`src/source/muldiv_pkg.sv`:
```
/*
 * Multiply/divide execute unit shared definitions
 * Op encoding, datapath width and result word select codes
 */

`default_nettype none

package muldiv_pkg;

  // --------------------
  // Widths
  // --------------------

  // Operand and result width
  localparam int XLEN = 32;

  // Register address width for waddr
  localparam int ADDR_BITS = 5;

  // Sequence number width unless the top level overrides it
  localparam int SEQ_BITS_DEFAULT = 5;

  // --------------------
  // RV32M micro-ops
  // --------------------

  typedef enum logic [2:0] {
    UOP_MUL    = 3'd0,
    UOP_MULH   = 3'd1,
    UOP_MULHSU = 3'd2,
    UOP_MULHU  = 3'd3,
    UOP_DIV    = 3'd4,
    UOP_DIVU   = 3'd5,
    UOP_REM    = 3'd6,
    UOP_REMU   = 3'd7
  } muldiv_uop_e;

  // --------------------
  // Result word select
  // --------------------

  // Which word the result stage writes back
  typedef enum logic [1:0] {
    PROD_LO = 2'd0,
    PROD_HI = 2'd1,
    QUOT    = 2'd2,
    REM     = 2'd3
  } res_sel_e;

endpackage

`default_nettype wire

```
`src/source/muldiv_intf.sv`:
```
/*
 * Internal stream interfaces of the multiply/divide unit
 * op_intf carries decoded ops to the engine, res_intf raw results out
 */

`timescale 1ns/1ps
`default_nettype none

// --------------------
// Decode to iterate
// --------------------

interface op_intf #(
  parameter int seq_bits = muldiv_pkg::SEQ_BITS_DEFAULT
);

  logic                                val;
  logic                                rdy;
  logic [muldiv_pkg::XLEN-1:0]         pc;
  logic [seq_bits-1:0]                 seq_num;
  logic [muldiv_pkg::ADDR_BITS-1:0]    waddr;
  // Unsigned operand magnitudes
  logic [muldiv_pkg::XLEN-1:0]         mag_a;
  logic [muldiv_pkg::XLEN-1:0]         mag_b;
  logic                                is_div;
  muldiv_pkg::res_sel_e                res_sel;
  // Sign fix-up flags for the result stage
  logic                                neg_result;
  logic                                neg_rem;
  logic                                div_zero;

  modport decode (
    output val, pc, seq_num, waddr, mag_a, mag_b, is_div, res_sel,
    output neg_result, neg_rem, div_zero,
    input  rdy
  );

  modport iterate (
    input  val, pc, seq_num, waddr, mag_a, mag_b, is_div, res_sel,
    input  neg_result, neg_rem, div_zero,
    output rdy
  );

endinterface

// --------------------
// Iterate to result
// --------------------

interface res_intf #(
  parameter int seq_bits = muldiv_pkg::SEQ_BITS_DEFAULT
);

  logic                                val;
  logic                                rdy;
  logic [muldiv_pkg::XLEN-1:0]         pc;
  logic [seq_bits-1:0]                 seq_num;
  logic [muldiv_pkg::ADDR_BITS-1:0]    waddr;
  // Product high/low, or remainder/quotient for a divide
  logic [muldiv_pkg::XLEN-1:0]         raw_hi;
  logic [muldiv_pkg::XLEN-1:0]         raw_lo;
  muldiv_pkg::res_sel_e                res_sel;
  logic                                neg_result;
  logic                                neg_rem;
  logic                                div_zero;

  modport iterate (
    output val, pc, seq_num, waddr, raw_hi, raw_lo, res_sel,
    output neg_result, neg_rem, div_zero,
    input  rdy
  );

  modport result (
    input  val, pc, seq_num, waddr, raw_hi, raw_lo, res_sel,
    input  neg_result, neg_rem, div_zero,
    output rdy
  );

endinterface

`default_nettype wire

```
`src/source/muldiv_decode.sv`:
```
/*
 * Multiply/divide decode stage
 * Captures the op from D, turns operands into magnitudes, flags sign
 * fix-up and divide by zero for the later stages
 */

`timescale 1ns/1ps
`default_nettype none

module muldiv_decode #(
  parameter int seq_bits = muldiv_pkg::SEQ_BITS_DEFAULT
) (
  input  logic                              clk,
  input  logic                              rst_n,
  input  logic                              d_val,
  input  logic [muldiv_pkg::XLEN-1:0]       d_pc,
  input  logic [seq_bits-1:0]               d_seq_num,
  input  logic [muldiv_pkg::XLEN-1:0]       d_op1,
  input  logic [muldiv_pkg::XLEN-1:0]       d_op2,
  input  logic [muldiv_pkg::ADDR_BITS-1:0]  d_waddr,
  input  muldiv_pkg::muldiv_uop_e           d_uop,
  output logic                              d_rdy,
  op_intf.decode                            op
);

  logic                        signed_a;
  logic                        signed_b;
  logic                        sign_a;
  logic                        sign_b;
  logic                        is_div_c;
  muldiv_pkg::res_sel_e        res_sel_c;
  logic [muldiv_pkg::XLEN-1:0] mag_a_c;
  logic [muldiv_pkg::XLEN-1:0] mag_b_c;
  logic                        d_xfer;

  // --------------------
  // Op classification
  // --------------------

  always_comb begin
    signed_a  = 1'b0;
    signed_b  = 1'b0;
    is_div_c  = 1'b0;
    res_sel_c = muldiv_pkg::PROD_LO;
    case (d_uop)
      muldiv_pkg::UOP_MULH: begin
        signed_a  = 1'b1;
        signed_b  = 1'b1;
        res_sel_c = muldiv_pkg::PROD_HI;
      end
      // Only op1 signed here
      muldiv_pkg::UOP_MULHSU: begin
        signed_a  = 1'b1;
        res_sel_c = muldiv_pkg::PROD_HI;
      end
      muldiv_pkg::UOP_MULHU: begin
        res_sel_c = muldiv_pkg::PROD_HI;
      end
      muldiv_pkg::UOP_DIV: begin
        signed_a  = 1'b1;
        signed_b  = 1'b1;
        is_div_c  = 1'b1;
        res_sel_c = muldiv_pkg::QUOT;
      end
      muldiv_pkg::UOP_DIVU: begin
        is_div_c  = 1'b1;
        res_sel_c = muldiv_pkg::QUOT;
      end
      muldiv_pkg::UOP_REM: begin
        signed_a  = 1'b1;
        signed_b  = 1'b1;
        is_div_c  = 1'b1;
        res_sel_c = muldiv_pkg::REM;
      end
      muldiv_pkg::UOP_REMU: begin
        is_div_c  = 1'b1;
        res_sel_c = muldiv_pkg::REM;
      end
      // MUL low word is the same for any signedness
      default: begin
        res_sel_c = muldiv_pkg::PROD_LO;
      end
    endcase
  end

  // Operand signs and magnitudes
  assign sign_a  = signed_a & d_op1[muldiv_pkg::XLEN-1];
  assign sign_b  = signed_b & d_op2[muldiv_pkg::XLEN-1];
  assign mag_a_c = sign_a ? -d_op1 : d_op1;
  assign mag_b_c = sign_b ? -d_op2 : d_op2;

  // --------------------
  // Op register
  // --------------------

  // Free slot, or the engine drains it this cycle
  assign d_rdy  = !op.val || op.rdy;
  assign d_xfer = d_val && d_rdy;

  always_ff @(posedge clk) begin
    if (!rst_n) begin
      op.val <= 1'b0;
    end else if (d_xfer) begin
      op.val <= 1'b1;
    end else if (op.rdy) begin
      op.val <= 1'b0;
    end
  end

  // Payload, no reset
  always_ff @(posedge clk) begin
    if (d_xfer) begin
      op.pc         <= d_pc;
      op.seq_num    <= d_seq_num;
      op.waddr      <= d_waddr;
      op.mag_a      <= mag_a_c;
      op.mag_b      <= mag_b_c;
      op.is_div     <= is_div_c;
      op.res_sel    <= res_sel_c;
      op.neg_result <= sign_a ^ sign_b;
      // Remainder follows the dividend
      op.neg_rem    <= is_div_c & sign_a;
      op.div_zero   <= is_div_c && (d_op2 == '0);
    end
  end

  // Valid op must carry a known encoding
  uop_known_a: assert property (@(posedge clk) disable iff (!rst_n)
    d_val |-> !$isunknown(d_uop))
    else $error("d_uop unknown while d_val high");

endmodule

`default_nettype wire

```
`src/source/muldiv_iterate.sv`:
```
/*
 * Iterative multiply/divide engine
 * Shift-add multiply or restoring divide, one bit per cycle for XLEN
 * cycles, on unsigned magnitudes
 */

`timescale 1ns/1ps
`default_nettype none

module muldiv_iterate #(
  parameter int seq_bits = muldiv_pkg::SEQ_BITS_DEFAULT
) (
  input  logic      clk,
  input  logic      rst_n,
  op_intf.iterate   op,
  res_intf.iterate  res
);

  localparam int XLEN      = muldiv_pkg::XLEN;
  localparam int STEP_BITS = $clog2(XLEN + 1);

  // --------------------
  // State
  // --------------------

  logic                   running;
  logic                   done;
  logic [STEP_BITS-1:0]   step;
  logic                   op_xfer;

  // {hi, lo}: partial product and multiplier, or remainder and quotient
  logic [2*XLEN-1:0]      acc;
  // Multiplicand or divisor
  logic [XLEN-1:0]        operand_b;
  logic                   is_div_r;

  // Tags carried alongside
  logic [XLEN-1:0]        pc_r;
  logic [seq_bits-1:0]    seq_num_r;
  logic [muldiv_pkg::ADDR_BITS-1:0] waddr_r;
  muldiv_pkg::res_sel_e   res_sel_r;
  logic                   neg_result_r;
  logic                   neg_rem_r;
  logic                   div_zero_r;

  // Step datapath
  logic [XLEN:0]          add_sum;
  logic [XLEN:0]          shift_top;
  logic [XLEN:0]          sub_diff;
  logic [2*XLEN-1:0]      acc_next;

  // Idle only
  assign op.rdy  = !running && !done;
  assign op_xfer = op.val && op.rdy;

  // --------------------
  // One step
  // --------------------

  always_comb begin
    // Multiply adds the multiplicand when the current multiplier bit is set
    add_sum   = {1'b0, acc[2*XLEN-1:XLEN]}
              + (acc[0] ? {1'b0, operand_b} : {(XLEN+1){1'b0}});
    // Remainder shifted left with the next dividend bit, 33 bits wide
    shift_top = acc[2*XLEN-1:XLEN-1];
    sub_diff  = shift_top - {1'b0, operand_b};
    if (is_div_r) begin
      if (shift_top >= {1'b0, operand_b}) begin
        acc_next = {sub_diff[XLEN-1:0], acc[XLEN-2:0], 1'b1};
      end else begin
        // Restore, quotient bit 0
        acc_next = {shift_top[XLEN-1:0], acc[XLEN-2:0], 1'b0};
      end
    end else begin
      acc_next = {add_sum, acc[XLEN-1:1]};
    end
  end

  // --------------------
  // Control
  // --------------------

  always_ff @(posedge clk) begin
    if (!rst_n) begin
      running <= 1'b0;
      done    <= 1'b0;
      step    <= '0;
    end else if (op_xfer) begin
      running <= 1'b1;
      step    <= '0;
    end else if (running) begin
      step <= step + 1'b1;
      // Last step
      if (step == STEP_BITS'(XLEN - 1)) begin
        running <= 1'b0;
        done    <= 1'b1;
      end
    end else if (done && res.rdy) begin
      done <= 1'b0;
    end
  end

  // Datapath and tags, no reset
  always_ff @(posedge clk) begin
    if (op_xfer) begin
      acc          <= {{XLEN{1'b0}}, op.mag_a};
      operand_b    <= op.mag_b;
      is_div_r     <= op.is_div;
      pc_r         <= op.pc;
      seq_num_r    <= op.seq_num;
      waddr_r      <= op.waddr;
      res_sel_r    <= op.res_sel;
      neg_result_r <= op.neg_result;
      neg_rem_r    <= op.neg_rem;
      div_zero_r   <= op.div_zero;
    end else if (running) begin
      acc <= acc_next;
    end
  end

  // --------------------
  // Result side
  // --------------------

  assign res.val        = done;
  assign res.raw_hi     = acc[2*XLEN-1:XLEN];
  assign res.raw_lo     = acc[XLEN-1:0];
  assign res.pc         = pc_r;
  assign res.seq_num    = seq_num_r;
  assign res.waddr      = waddr_r;
  assign res.res_sel    = res_sel_r;
  assign res.neg_result = neg_result_r;
  assign res.neg_rem    = neg_rem_r;
  assign res.div_zero   = div_zero_r;

  step_bound_a: assert property (@(posedge clk) disable iff (!rst_n)
    (running || done) |-> step <= STEP_BITS'(XLEN))
    else $error("step counter passed %0d", XLEN);

  // Raw result held while result stage stalls
  raw_stable_a: assert property (@(posedge clk) disable iff (!rst_n)
    (res.val && !res.rdy) |=> res.val && $stable(res.raw_hi) && $stable(res.raw_lo))
    else $error("raw result changed under back-pressure");

endmodule

`default_nettype wire

```
`src/source/muldiv_result.sv`:
```
/*
 * Multiply/divide result stage
 * Sign fix-up, word select and the output register toward W
 */

`timescale 1ns/1ps
`default_nettype none

module muldiv_result #(
  parameter int seq_bits = muldiv_pkg::SEQ_BITS_DEFAULT
) (
  input  logic                              clk,
  input  logic                              rst_n,
  res_intf.result                           res,
  output logic                              w_val,
  output logic [muldiv_pkg::XLEN-1:0]       w_pc,
  output logic [seq_bits-1:0]               w_seq_num,
  output logic [muldiv_pkg::ADDR_BITS-1:0]  w_waddr,
  output logic [muldiv_pkg::XLEN-1:0]       w_wdata,
  output logic                              w_wen,
  input  logic                              w_rdy
);

  localparam int XLEN = muldiv_pkg::XLEN;

  logic [2*XLEN-1:0] prod;
  logic [XLEN-1:0]   quot;
  logic [XLEN-1:0]   rem;
  logic [XLEN-1:0]   wdata_c;
  logic              res_xfer;

  // --------------------
  // Fix-up and select
  // --------------------

  always_comb begin
    prod = res.neg_result ? -{res.raw_hi, res.raw_lo} : {res.raw_hi, res.raw_lo};
    // Divide by zero gives all ones regardless of signs
    quot = res.div_zero ? {XLEN{1'b1}} : (res.neg_result ? -res.raw_lo : res.raw_lo);
    // Also restores the dividend when the divisor is zero
    rem  = res.neg_rem ? -res.raw_hi : res.raw_hi;
    case (res.res_sel)
      muldiv_pkg::PROD_HI: wdata_c = prod[2*XLEN-1:XLEN];
      muldiv_pkg::QUOT:    wdata_c = quot;
      muldiv_pkg::REM:     wdata_c = rem;
      default:             wdata_c = prod[XLEN-1:0];
    endcase
  end

  // --------------------
  // Output register
  // --------------------

  assign res.rdy  = !w_val || w_rdy;
  assign res_xfer = res.val && res.rdy;

  always_ff @(posedge clk) begin
    if (!rst_n) begin
      w_val <= 1'b0;
    end else if (res_xfer) begin
      w_val <= 1'b1;
    end else if (w_rdy) begin
      w_val <= 1'b0;
    end
  end

  always_ff @(posedge clk) begin
    if (res_xfer) begin
      w_pc      <= res.pc;
      w_seq_num <= res.seq_num;
      w_waddr   <= res.waddr;
      w_wdata   <= wdata_c;
      // x0 is never written
      w_wen     <= (res.waddr != '0);
    end
  end

  w_stable_a: assert property (@(posedge clk) disable iff (!rst_n)
    (w_val && !w_rdy) |=> w_val && $stable(w_pc) && $stable(w_seq_num)
      && $stable(w_waddr) && $stable(w_wdata) && $stable(w_wen))
    else $error("W message changed under back-pressure");

endmodule

`default_nettype wire

```
`src/source/muldiv_unit.sv`:
```
/*
 * Iterative RV32M multiply/divide execute unit
 * Decode, 32-step engine and result stage between D and W
 */

`timescale 1ns/1ps
`default_nettype none

module muldiv_unit #(
  parameter int seq_bits = muldiv_pkg::SEQ_BITS_DEFAULT
) (
  input  logic                              clk,
  input  logic                              rst_n,

  // D port
  input  logic                              d_val,
  output logic                              d_rdy,
  input  logic [muldiv_pkg::XLEN-1:0]       d_pc,
  input  logic [seq_bits-1:0]               d_seq_num,
  input  logic [muldiv_pkg::XLEN-1:0]       d_op1,
  input  logic [muldiv_pkg::XLEN-1:0]       d_op2,
  input  logic [muldiv_pkg::ADDR_BITS-1:0]  d_waddr,
  input  muldiv_pkg::muldiv_uop_e           d_uop,

  // W port
  output logic                              w_val,
  input  logic                              w_rdy,
  output logic [muldiv_pkg::XLEN-1:0]       w_pc,
  output logic [seq_bits-1:0]               w_seq_num,
  output logic [muldiv_pkg::ADDR_BITS-1:0]  w_waddr,
  output logic [muldiv_pkg::XLEN-1:0]       w_wdata,
  output logic                              w_wen
);

  // --------------------
  // Stage links
  // --------------------

  op_intf  #(.seq_bits(seq_bits)) op_if ();
  res_intf #(.seq_bits(seq_bits)) res_if ();

  // --------------------
  // Stages
  // --------------------

  muldiv_decode #(.seq_bits(seq_bits)) decode_i (
    .clk       (clk),
    .rst_n     (rst_n),
    .d_val     (d_val),
    .d_pc      (d_pc),
    .d_seq_num (d_seq_num),
    .d_op1     (d_op1),
    .d_op2     (d_op2),
    .d_waddr   (d_waddr),
    .d_uop     (d_uop),
    .d_rdy     (d_rdy),
    .op        (op_if.decode)
  );

  muldiv_iterate #(.seq_bits(seq_bits)) iterate_i (
    .clk   (clk),
    .rst_n (rst_n),
    .op    (op_if.iterate),
    .res   (res_if.iterate)
  );

  muldiv_result #(.seq_bits(seq_bits)) result_i (
    .clk       (clk),
    .rst_n     (rst_n),
    .res       (res_if.result),
    .w_val     (w_val),
    .w_pc      (w_pc),
    .w_seq_num (w_seq_num),
    .w_waddr   (w_waddr),
    .w_wdata   (w_wdata),
    .w_wen     (w_wen),
    .w_rdy     (w_rdy)
  );

endmodule

`default_nettype wire

```
`config.mk`:
```
export PLATFORM = sky130hd
export DESIGN_NAME = muldiv_unit
export DESIGN_NICKNAME = d
export VERILOG_FILES = /design/src/source/muldiv_pkg.sv /design/src/source/muldiv_intf.sv /design/src/source/muldiv_decode.sv /design/src/source/muldiv_iterate.sv /design/src/source/muldiv_result.sv /design/src/source/muldiv_unit.sv
export SDC_FILE = /design/constraint.sdc
export NUM_CORES = 1
export LEC_CHECK = 0
export BUFFER_PORTS_ARGS = -buffer_cell sky130_fd_sc_hd__buf_4
export CELL_PAD_IN_SITES_DETAIL_PLACEMENT = 1
export CELL_PAD_IN_SITES_GLOBAL_PLACEMENT = 1
export CORE_MARGIN = 2
export CORE_UTILIZATION = 51
export DETAILED_ROUTE_END_ITERATION = 12
export HOLD_SLACK_MARGIN = 0.03
export PLACE_DENSITY_LB_ADDON = 0.1
export SLEW_MARGIN = 20
export SYNTH_ARGS = -nofsm -noshare
export SYNTH_HDL_FRONTEND = slang
export SYNTH_HIERARCHICAL = 1
export SYNTH_SLANG_ARGS = --single-unit
```
`constraint.sdc`:
```
create_clock -name clk -period 5.65 [get_ports clk]
set_input_delay 0 -clock clk [delete_from_list [all_inputs] [get_ports clk]]
set_output_delay 0 -clock clk [all_outputs]
set_load 0.03 [all_outputs]
```
==> results.yml, run 1 <==
place:
  placedCellCount: 2429
  io_buffers: 189
  globalplace.congestion: 0.936
  dp_hpwl_mm: 41.4
layout:
  multi_input_comb_area_mm2: 0.00887
  nNetsFinal: 2282
  syn_to_final_growth_pct: 23.9
  n_fill_cell: 3826
  seq_area_mm2: 0.00982
  final_cells: 2640
  drive_above_1_share: 0.148
power_and_ir_drop:
  p_leak_nw: 9.19
  power_per_cell_area_mw_per_mm2: 361
  ir_drop_uv: 366
sta:
  slew_violations: 0
  fmax_ghz: 0.246
  final_min_period_over_clock_period: 0.721
  worst_slew_pin_slew_ns: 1.01
  relSlewSlack: 0.325
  setup_tns_ns: 0
  skew_ns: 0.0245
  setup_viol: 0
  rsz0062_at_grt: "false"
  hold_violations: 0
  fin_crit_ns: 4.07
clocking:
  insertion_delay_ns: 0.58
  htree_num_levels: 2
  cts_root_buf: "clkbuf_16"
  cts_tree: "done"
  cts_resized: 0
  cts_sinks: 341
  clkTransAtPathRegs_ns: 0.07
  cts_buffers: 38
  cts_max_path_buffers: 3
  postCtsSetupRepairBufs: 0
critical_path:
  cp_max_fo: 32
  critPathLaunchType: "register"
  path_buf_inv: 1
  crit_chain: "ha_1 -> nor2_1 -> a211oi_1 -> o21ai_1 -> o211ai_2 -> a21oi_1 -> a31o_2 -> buf_4 -> mux2_2 -> nand2_1 -> o21ai_0 -> a22o_1"
  slowest_stage: "a31o_2"
  crit_end: "iterate_i/acc[49]"
  ff2ff_setup_slack_ns: 1.58
  reg2reg_depth: 12
  path_class: "reg -> reg"
  crit_arrival_ns: 4.53
  critical-path-top-delay-family: "compound AO/OA/AOI/OAI gates"
  endpoint_kind: "register"
  slowest_delay_ns: 0.72
  path_depth: 12
  critPathRequiredTime_ns: 6.10
  r2r-end: "iterate_i/acc[49]"
  r2r-start: "iterate_i/acc[33]"
  crit_start: "iterate_i/acc[33]"
floorplanning:
  die_w_um: 198
  die_y_um: 198
  pin_count: 190
  core-area_mm2: 0.0374
  rows: 71
  start_util: 0.514
  die_area_mm2: 0.0393
logic_synthesis:
  yosys_warnings: 6
  synth_edf_count: 299
  yosys_register_bits: 341
  syn_area_mm2: 0.0192
  synth_cells: 1788
  synth_nets: 1972
  synthArstFlopShare: 0
  ys_types: 98
  synth.avg_cell_area_um2: 10.8
  ys_seq_area_frac: 0.511
  ys.flop_type: "edfxtp_1"
route:
  wl_mm: 70.8
  drc_errors: 0
  vias: 16800
  wire_per_inst_um: 26.8
  ant_nets: 0
  avgViaCountPerCell: 6.38
  drt-initial-drc-count: 1688
  dr.pass1.iters: 5
grt:
  grt_pass1_wl_mm: 107
  antenna_found_initial: 1
  grt_max_degree: 76
  grt_pass1_vias: 17400
  track_usage: 0.359
  gr-total-overflow: 0
run:
  cap_violations: 0
outcome:
  outcome: "complete, no violations"
worst_hold_path:
  hold_class: "in -> reg"
## power breakdown
part / internal (W) / switching (W) / leakage (nW)
registers: 0.00300 / 0.000373 / 3.17
logic: 0.00101 / 0.00156 / 5.41
clock network: 0.00151 / 0.00115 / 0.615
total: 0.00552 / 0.00308 / 9.19
## layout by cell type (no fill, tap or decap), types with 12 or more instances in the layout
master | Yosys | routed
edfxtp_1 | 299 | 299
buf_4 | 1 | 205
nand2_1 | 163 | 163
dlygate4sd3_1 | 0 | 138
o21ai_0 | 134 | 133
nor2_1 | 108 | 108
xnor2_1 | 101 | 101
a21oi_1 | 98 | 98
xor2_1 | 82 | 82
ha_1 | 69 | 69
inv_1 | 65 | 64
mux2i_1 | 45 | 45
dfxtp_1 | 42 | 42
clkbuf_16 | 0 | 39
and2_1 | 38 | 36
nor3_1 | 33 | 33
a21o_1 | 31 | 31
nand3_1 | 31 | 31
o31ai_1 | 29 | 29
a22oi_1 | 28 | 28
a31oi_1 | 25 | 25
nor4_1 | 23 | 23
or3_1 | 18 | 18
nand2b_1 | 17 | 17
o211ai_1 | 17 | 17
nand4_1 | 16 | 16
a211oi_1 | 12 | 12
## layout make-up
type                            instances  area share
Tap cell                              511      0.0268
Clock buffer                           46      0.0421
Multi-Input combinational cell       1305       0.372
Clock inverter                         24      0.0116
Timing Repair Buffer                  345       0.124
Inverter                               67      0.0107
Sequential cell                       341       0.412
Antenna cell                            1    0.000105
## kinds of logic after synthesis
family	Yosys count	share of synthesized area
buffers and inverters	142	0.0289
muxes	47	0.0246
and+or+nand+nor	523	0.142
AOI/OAI and AO/OA	481	0.164
DFF	341	0.511
adders and majority gates	71	0.0470
xor gates and xnor gates	183	0.0833
## sequential cells by signal (all words and copies together), names as in the netlist, 6 cells and up
name,count
iterate_i/res.pc,32
decode_i/op.mag_b,32
iterate_i/step,6
result_i/w_wdata,32
iterate_i/acc,64
iterate_i/operand_b,32
decode_i/op.pc,32
decode_i/op.mag_a,32
result_i/w_pc,32
## metal layers
layer / vias to the layer above / track usage / share of wire
li1: 7318 / - / -
met1: 8366 / 0.453 / 0.39
met2: 968 / 0.622 / 0.49
met3: 180 / 0.0610 / 0.077
met4: 0 / 0.125 / 0.035
met5: - / 0 / 0
## per-stage QoR
stage	util	hold slack [ns]	power [W]	setup slack, ns	area, µm²
6_report	0.637	0.139	0.00860	1.58	23800
5_1_grt	0.637	0.148	0.00889	1.33	23800
4_1_cts	0.636	0.118	0.00839	1.32	23800
3_5_place_dp	0.565	0.179	0.00570	1.36	21100
3_3_place_gp	0.565	0.179	0.00562	1.61	21100
2_1_floorplan	-	0.0989	0.00493	1.65	19200
## Yosys cell counts, drive strengths merged (16+ instances only)
cell type | instances | area share
edfxtp | 299 | 0.47
nand2 | 163 | 0.032
o21ai | 141 | 0.037
nor2 | 110 | 0.022
xnor2 | 101 | 0.046
a21oi | 98 | 0.026
xor2 | 82 | 0.037
ha | 69 | 0.045
inv | 66 | 0.013
clkbuf | 62 | 0.012
mux2i | 45 | 0.023
dfxtp | 42 | 0.044
and2 | 39 | 0.013
nor3 | 37 | 0.011
nand3 | 32 | 0.0086
a21o | 31 | 0.012
o31ai | 30 | 0.012
a22oi | 28 | 0.011
nor4 | 27 | 0.011
a31oi | 25 | 0.0081
or3 | 21 | 0.0076
o211ai | 18 | 0.0073
nand2b | 17 | 0.0055
or4 | 17 | 0.0078
nand4 | 16 | 0.0052
## worst min-delay path by stage
stage	start	endpoint	slack, ns	depth (start not counted)
global route	d_pc[0]	decode_i/op.pc[0]	0.15	2
global placement	d_pc[10]	decode_i/op.pc[10]	0.18	1
detailed placement	d_pc[14]	decode_i/op.pc[14]	0.18	1
finish	d_pc[24]	decode_i/op.pc[24]	0.14	2
CTS	d_pc[24]	decode_i/op.pc[24]	0.12	2
floorplan	d_op1[0]	decode_i/op.mag_a[0]	0.1	0
## repair_timing
item,4_1_cts,5_1_grt
hold buffers,138,0
hold endpoints to repair,122,0
setup endpoints to repair,0,0
Note: power is estimated with default switching activity, not from simulation.
==> run 2: changes to the inputs <==
Settings changed: CORE_UTILIZATION 51 to 48.
Clock period 5.65 ns to 4.1 ns, I/O delays scaled along.
==> results.yml, run 2 (synthesis gave the netlist of run 1 again) <==
run:
  cap_violations: 0
route:
  drt-initial-drc-count: 1357
  wl_mm: 68.4
  drc_errors: 0
  wire_per_inst_um: 25.5
  ant_nets: 0
  dr.pass1.iters: 5
  avgViaCountPerCell: 6.14
  vias: 16500
critical_path:
  slowest_stage: "or4_1"
  ff2ff_setup_slack_ns: 0.32
  r2r-end: "iterate_i/acc[59]"
  crit_chain: "inv_1 -> ha_1 -> nand2_1 -> a211oi_1 -> o21ai_1 -> o211ai_2 -> a21boi_1 -> o31a_1 -> o211ai_1 -> o21ai_0 -> or4_1 -> and3_1"
  path_class: "reg -> reg"
  r2r-start: "iterate_i/operand_b[3]"
  endpoint_kind: "register"
  cp_max_fo: 5
  critPathRequiredTime_ns: 4.56
  path_depth: 12
  critPathLaunchType: "register"
  path_buf_inv: 1
  slowest_delay_ns: 0.46
  reg2reg_depth: 12
  critical-path-top-delay-family: "compound AO/OA/AOI/OAI gates"
  crit_arrival_ns: 4.24
layout:
  syn_to_final_growth_pct: 25.2
  final_common_cell: "edfxtp_1"
  final_cell_mix: "edfxtp_1, buf_4, nand2_1, dlygate4sd3_1, o21ai_0"
  largest_reg_flops: 64
  top_register: "iterate_i/acc"
  final_cells: 2685
  drive_above_1_share: 0.156
  nNetsFinal: 2315
  num_antenna_cells: 0
floorplanning:
  start_util: 0.485
  die_area_mm2: 0.0417
  die_w_um: 204
  pin_count: 190
  core-area_mm2: 0.0396
  die_y_um: 204
  rows: 73
place:
  globalplace.congestion: 0.899
  io_buffers: 189
  dp_hpwl_mm: 43.6
  placedCellCount: 2470
sta:
  rsz0062_at_grt: "false"
  fin_crit_ns: 3.78
  relSlewSlack: 0.323
  fmax_ghz: 0.264
  setup_tns_ns: 0
  skew_ns: 0.0294
  worst_slew_pin_slew_ns: 1.01
  final_min_period_over_clock_period: 0.922
  setup_viol: 0
  hold_violations: 0
  slew_violations: 0
grt:
  track_usage: 0.326
  grt_pass1_vias: 17200
  antenna_found_initial: 0
  grt_pass1_wl_mm: 103
  gr-total-overflow: 0
  grt_max_degree: 146
clocking:
  insertion_delay_ns: 0.59
  cts_buffers: 39
  cts_tree: "done"
  cts_sinks: 341
  cts_root_buf: "clkbuf_16"
  postCtsSetupRepairBufs: 0
  cts_max_path_buffers: 3
  htree_num_levels: 2
  clkTransAtPathRegs_ns: 0.06
outcome:
  outcome: "complete, no violations"
worst_hold_path:
  min_to: "decode_i/op.pc[25]"
  min_from: "d_pc[25]"
  hold_class: "in -> reg"
  hold_path_depth: 2
power_and_ir_drop:
  p_leak_nw: 9.34
  ir_drop_uv: 468
  power_per_cell_area_mw_per_mm2: 487
==> run 2: changes by cell type in the layout (fill, tap and decap cells not counted), moves of 2 or more <==
cell / change
bufinv_16: -2
clkbuf_1: +4
clkinvlp_4: -2
dlygate4sd3_1: +7
buf_12: +3
buf_4: +24
==> run 2: through the flow <==
stage	total power (W)	setup slack (ns)	area, µm²	util	hold slack (ns)
2_1_floorplan	0.00679	0.0988	19200	-	0.0989
3_3_place_gp	0.00787	0.524	21400	0.539	0.178
3_5_place_dp	0.00800	0.374	21400	0.539	0.179
4_1_cts	0.0116	0.373	24100	0.607	0.111
5_1_grt	0.0122	0.0368	24100	0.607	0.137
6_report	0.0117	0.318	24100	0.607	0.137
==> run 2: report_power, final <==
part | internal (W) | switching [W] | total (W) | leakage [nW]
Combinational | 0.00149 | 0.00225 | 0.00374 | 5.57
Clock | 0.00197 | 0.00153 | 0.00350 | 0.596
Sequential | 0.00413 | 0.000366 | 0.00450 | 3.17
==> run 2: area by class of cell <==
class | instances | area [µm²]
clock inverters | 20 | 219
clock buffers | 50 | 1020
well taps | 525 | 657
repair buffers | 377 | 3230
inverters | 67 | 254
multi-input cells | 1305 | 8880
flip-flops and latches | 341 | 9820
fillers | 4232 | 15600
==> run 2: worst max-delay path by stage <==
stage | slack, ns | to | startpoint
6_report | 0.32 | iterate_i/acc[59] | iterate_i/operand_b[3]
5_1_grt | 0.04 | iterate_i/acc[61] | iterate_i/acc[0]
4_1_cts | 0.37 | iterate_i/acc[59] | iterate_i/acc[0]
3_5_place_dp | 0.37 | iterate_i/acc[61] | iterate_i/acc[0]
3_3_place_gp | 0.52 | iterate_i/acc[60] | iterate_i/acc[31]
2_1_floorplan | 0.1 | decode_i/op.div_zero | iterate_i/running
==> run 2: repair_timing <==
action,in CTS,in global routing
gates resized for setup,0,1
endpoints found under the hold margin,135,0
endpoints found under the setup margin,0,3
hold buffers,145,0
==> run 2: metal layers <==
layer  share of wire  global-route usage
met1            0.41               0.408
met2            0.49               0.555
met3           0.065              0.0579
met4           0.040               0.140
met5               0                   0
==> run 3: changes to the inputs <==
Settings changed: CTS_CLUSTER_SIZE set to 25, SYNTH_HIERARCHICAL 1 to not set.
==> results.yml, run 3 <==
logic_synthesis:
  ys_seq_area_frac: 0.527
  yosys_warnings: 0
  ys.flop_type: "edfxtp_1"
  synth_largest_area_cell: "edfxtp_1"
  synth_top_area_frac: 0.482
  synthArstFlopShare: 0
  yosysMostFrequentCell: "edfxtp_1"
  synth.avg_cell_area_um2: 10.9
  yosys_register_bits: 341
  synth.cells.most_frequent: "edfxtp_1, nand2_1, o21ai_0, nor2_1, a21oi_1"
  synthTopCellsByArea: "edfxtp_1, ha_1, dfxtp_1, xnor2_1, xor2_1"
  ys_types: 80
  syn_area_mm2: 0.0186
  synth_edf_count: 299
  synth_cells: 1711
  synth_nets: 1895
power_and_ir_drop:
  power_per_cell_area_mw_per_mm2: 519
  p_leak_nw: 9.21
  swShare: 0.342
  switchingPower_w: 0.00421
  clockPowerShare: 0.326
  p_comb_frac: 0.313
  p_int_w: 0.00811
  ir_drop_uv: 449
  p_seq_frac: 0.361
critical_path:
  crit_chain: "clkinvlp_4 -> nor2_1 -> fa_1 -> a211oi_1 -> o211ai_1 -> a311o_1 -> a31oi_1 -> o211ai_1 -> a311oi_1 -> xor2_1 -> a211oi_1"
  slowest_delay_ns: 0.48
  critPathLaunchType: "register"
  path_class: "reg -> reg"
  slowest_stage: "edfxtp_1"
  path_buf_inv: 1
  critical-path-top-delay-family: "compound AO/OA/AOI/OAI gates"
  cp_max_fo: 13
  endpoint_kind: "register"
  crit_arrival_ns: 4.32
  critPathRequiredTime_ns: 4.57
floorplanning:
  start_util: 0.485
  die_area_mm2: 0.0404
  pin_count: 190
  core-area_mm2: 0.0385
  die_y_um: 201
  die_w_um: 201
  rows: 72
layout:
  final_common_cell: "edfxtp_1"
  largest_reg_flops: 64
  top_register: "iterate_i.acc"
  syn_to_final_growth_pct: 27.3
  nNetsFinal: 2240
  drive_above_1_share: 0.163
  final_cells: 2605
  final_cell_mix: "edfxtp_1, buf_4, nand2_1, dlygate4sd3_1, o21ai_0"
route:
  ant_nets: 0
  drt-initial-drc-count: 1180
  drc_errors: 0
  vias: 15800
  avgViaCountPerCell: 6.06
  wire_per_inst_um: 25.9
  dr.pass1.iters: 5
  wl_mm: 67.5
clocking:
  insertion_delay_ns: 0.57
  cts_max_path_buffers: 3
  cts_buffers: 39
  htree_num_levels: 2
  postCtsSetupRepairBufs: 0
  cts_tree: "done"
  cts_sinks: 341
  clkTransAtPathRegs_ns: 0.08
  cts_root_buf: "clkbuf_16"
outcome:
  outcome: "complete, no violations"
grt:
  antenna_found_initial: 1
  grt_pass1_vias: 16900
  grt_max_degree: 71
  track_usage: 0.332
  grt_pass1_wl_mm: 103
  gr-total-overflow: 0
place:
  io_buffers: 189
  dp_hpwl_mm: 41.1
  placedCellCount: 2383
  globalplace.congestion: 0.933
sta:
  fin_crit_ns: 3.84
  fmax_ghz: 0.260
  final_min_period_over_clock_period: 0.937
  skew_ns: 0.0391
  hold_violations: 0
  rsz0062_at_grt: "false"
  slew_violations: 0
  setup_tns_ns: 0
  relSlewSlack: 0.397
  setup_viol: 0
  worst_slew_pin_slew_ns: 0.905
worst_hold_path:
  hold_class: "in -> reg"
run:
  cap_violations: 0
[run 3: changes by cell type in the layout (fill, tap and decap cells not counted), moves of 9 or more]
cell     change
and2_1      -25
or3_1       -10
a31oi_1      -9
o21ai_0     -15
nand3_1     -11
[run 3: per-stage QoR]
step | util | total power [W] | cell area, µm² | hold slack [ns] | setup slack, ns
after global placement | 0.540 | 0.00791 | 20800 | 0.178 | 0.438
after floorplan | - | 0.00684 | 18600 | 0.0989 | 0.713
after CTS | 0.617 | 0.0121 | 23700 | 0.0516 | 0.188
after global routing | 0.617 | 0.0128 | 23700 | 0.155 | 0.0154
final | 0.617 | 0.0123 | 23700 | 0.154 | 0.259
after detailed placement | 0.540 | 0.00803 | 20800 | 0.179 | 0.236
[run 3: power groups by stage]
stage / registers (W) / logic [W] / clock network [W]
2_1_floorplan: 0.00442 / 0.00242 / 0
3_3_place_gp: 0.00447 / 0.00344 / 0
3_5_place_dp: 0.00449 / 0.00354 / 0
4_1_cts: 0.00442 / 0.00372 / 0.00396
5_1_grt: 0.00447 / 0.00417 / 0.00415
6_report: 0.00445 / 0.00386 / 0.00401
[run 3: final timing paths]
kind                                         start                    to  slack, ns  cells after the start
worst max-delay path              iterate_i.acc[0]     iterate_i.acc[61]       0.26                     11
worst min-delay path                    d_waddr[3]  decode_i.op.waddr[3]       0.15                      2
worst max register to register    iterate_i.acc[0]     iterate_i.acc[61]       0.26                     11
worst min register to register  decode_i.op.pc[17]  iterate_i.res.pc[17]       0.42                      0
[run 3: cell families (layout without fill, tap and decap cells)]
group | count (synthesis) | after routing | synth area share
other | 0 | 1 | 0
AOI/OAI and AO/OA | 460 | 460 | 0.162
buffers and inverters | 141 | 516 | 0.0288
DFF | 341 | 341 | 0.527
adders and majority gates | 71 | 71 | 0.0485
and+or+nand+nor | 481 | 481 | 0.129
xor gates and xnor gates | 170 | 170 | 0.0799
muxes | 47 | 47 | 0.0253
[run 3: layer usage]
metal | wire length [µm] | vias up | GRT usage
met2 | 34300 | 605 | 0.593
met1 | 27400 | 7958 | 0.413
met4 | 2300 | 0 | 0.107
li1 | - | 7083 | -
met3 | 3470 | 138 | 0.0464
met5 | 0 | - | 0
[run 3: cell type report]
type                            count  area (µm²)
Antenna cell                        1        2.50
Clock buffer                       45        1040
Clock inverter                     26         404
Fill cell                        4002       14700
Inverter                           65         250
Multi-Input combinational cell   1229        8310
Sequential cell                   341        9820
Tap cell                          518         648
Timing Repair Buffer              380        3270
[run 3: what timing repair did]
item | in CTS | in global routing
endpoints found under the hold margin | 122 | 0
gates resized for setup | 0 | 2
setup endpoints to repair | 0 | 5
hold buffers | 150 | 0
[run 3: worst reg2reg max path: stages, from the launching register on]
cell,delay (ns)
edfxtp_1,0.48
clkinvlp_4,0.26
nor2_1,0.12
fa_1,0.47
a211oi_1,0.30
o211ai_1,0.17
a311o_1,0.38
a31oi_1,0.41
o211ai_1,0.26
a311oi_1,0.48
xor2_1,0.14
a211oi_1,0.28
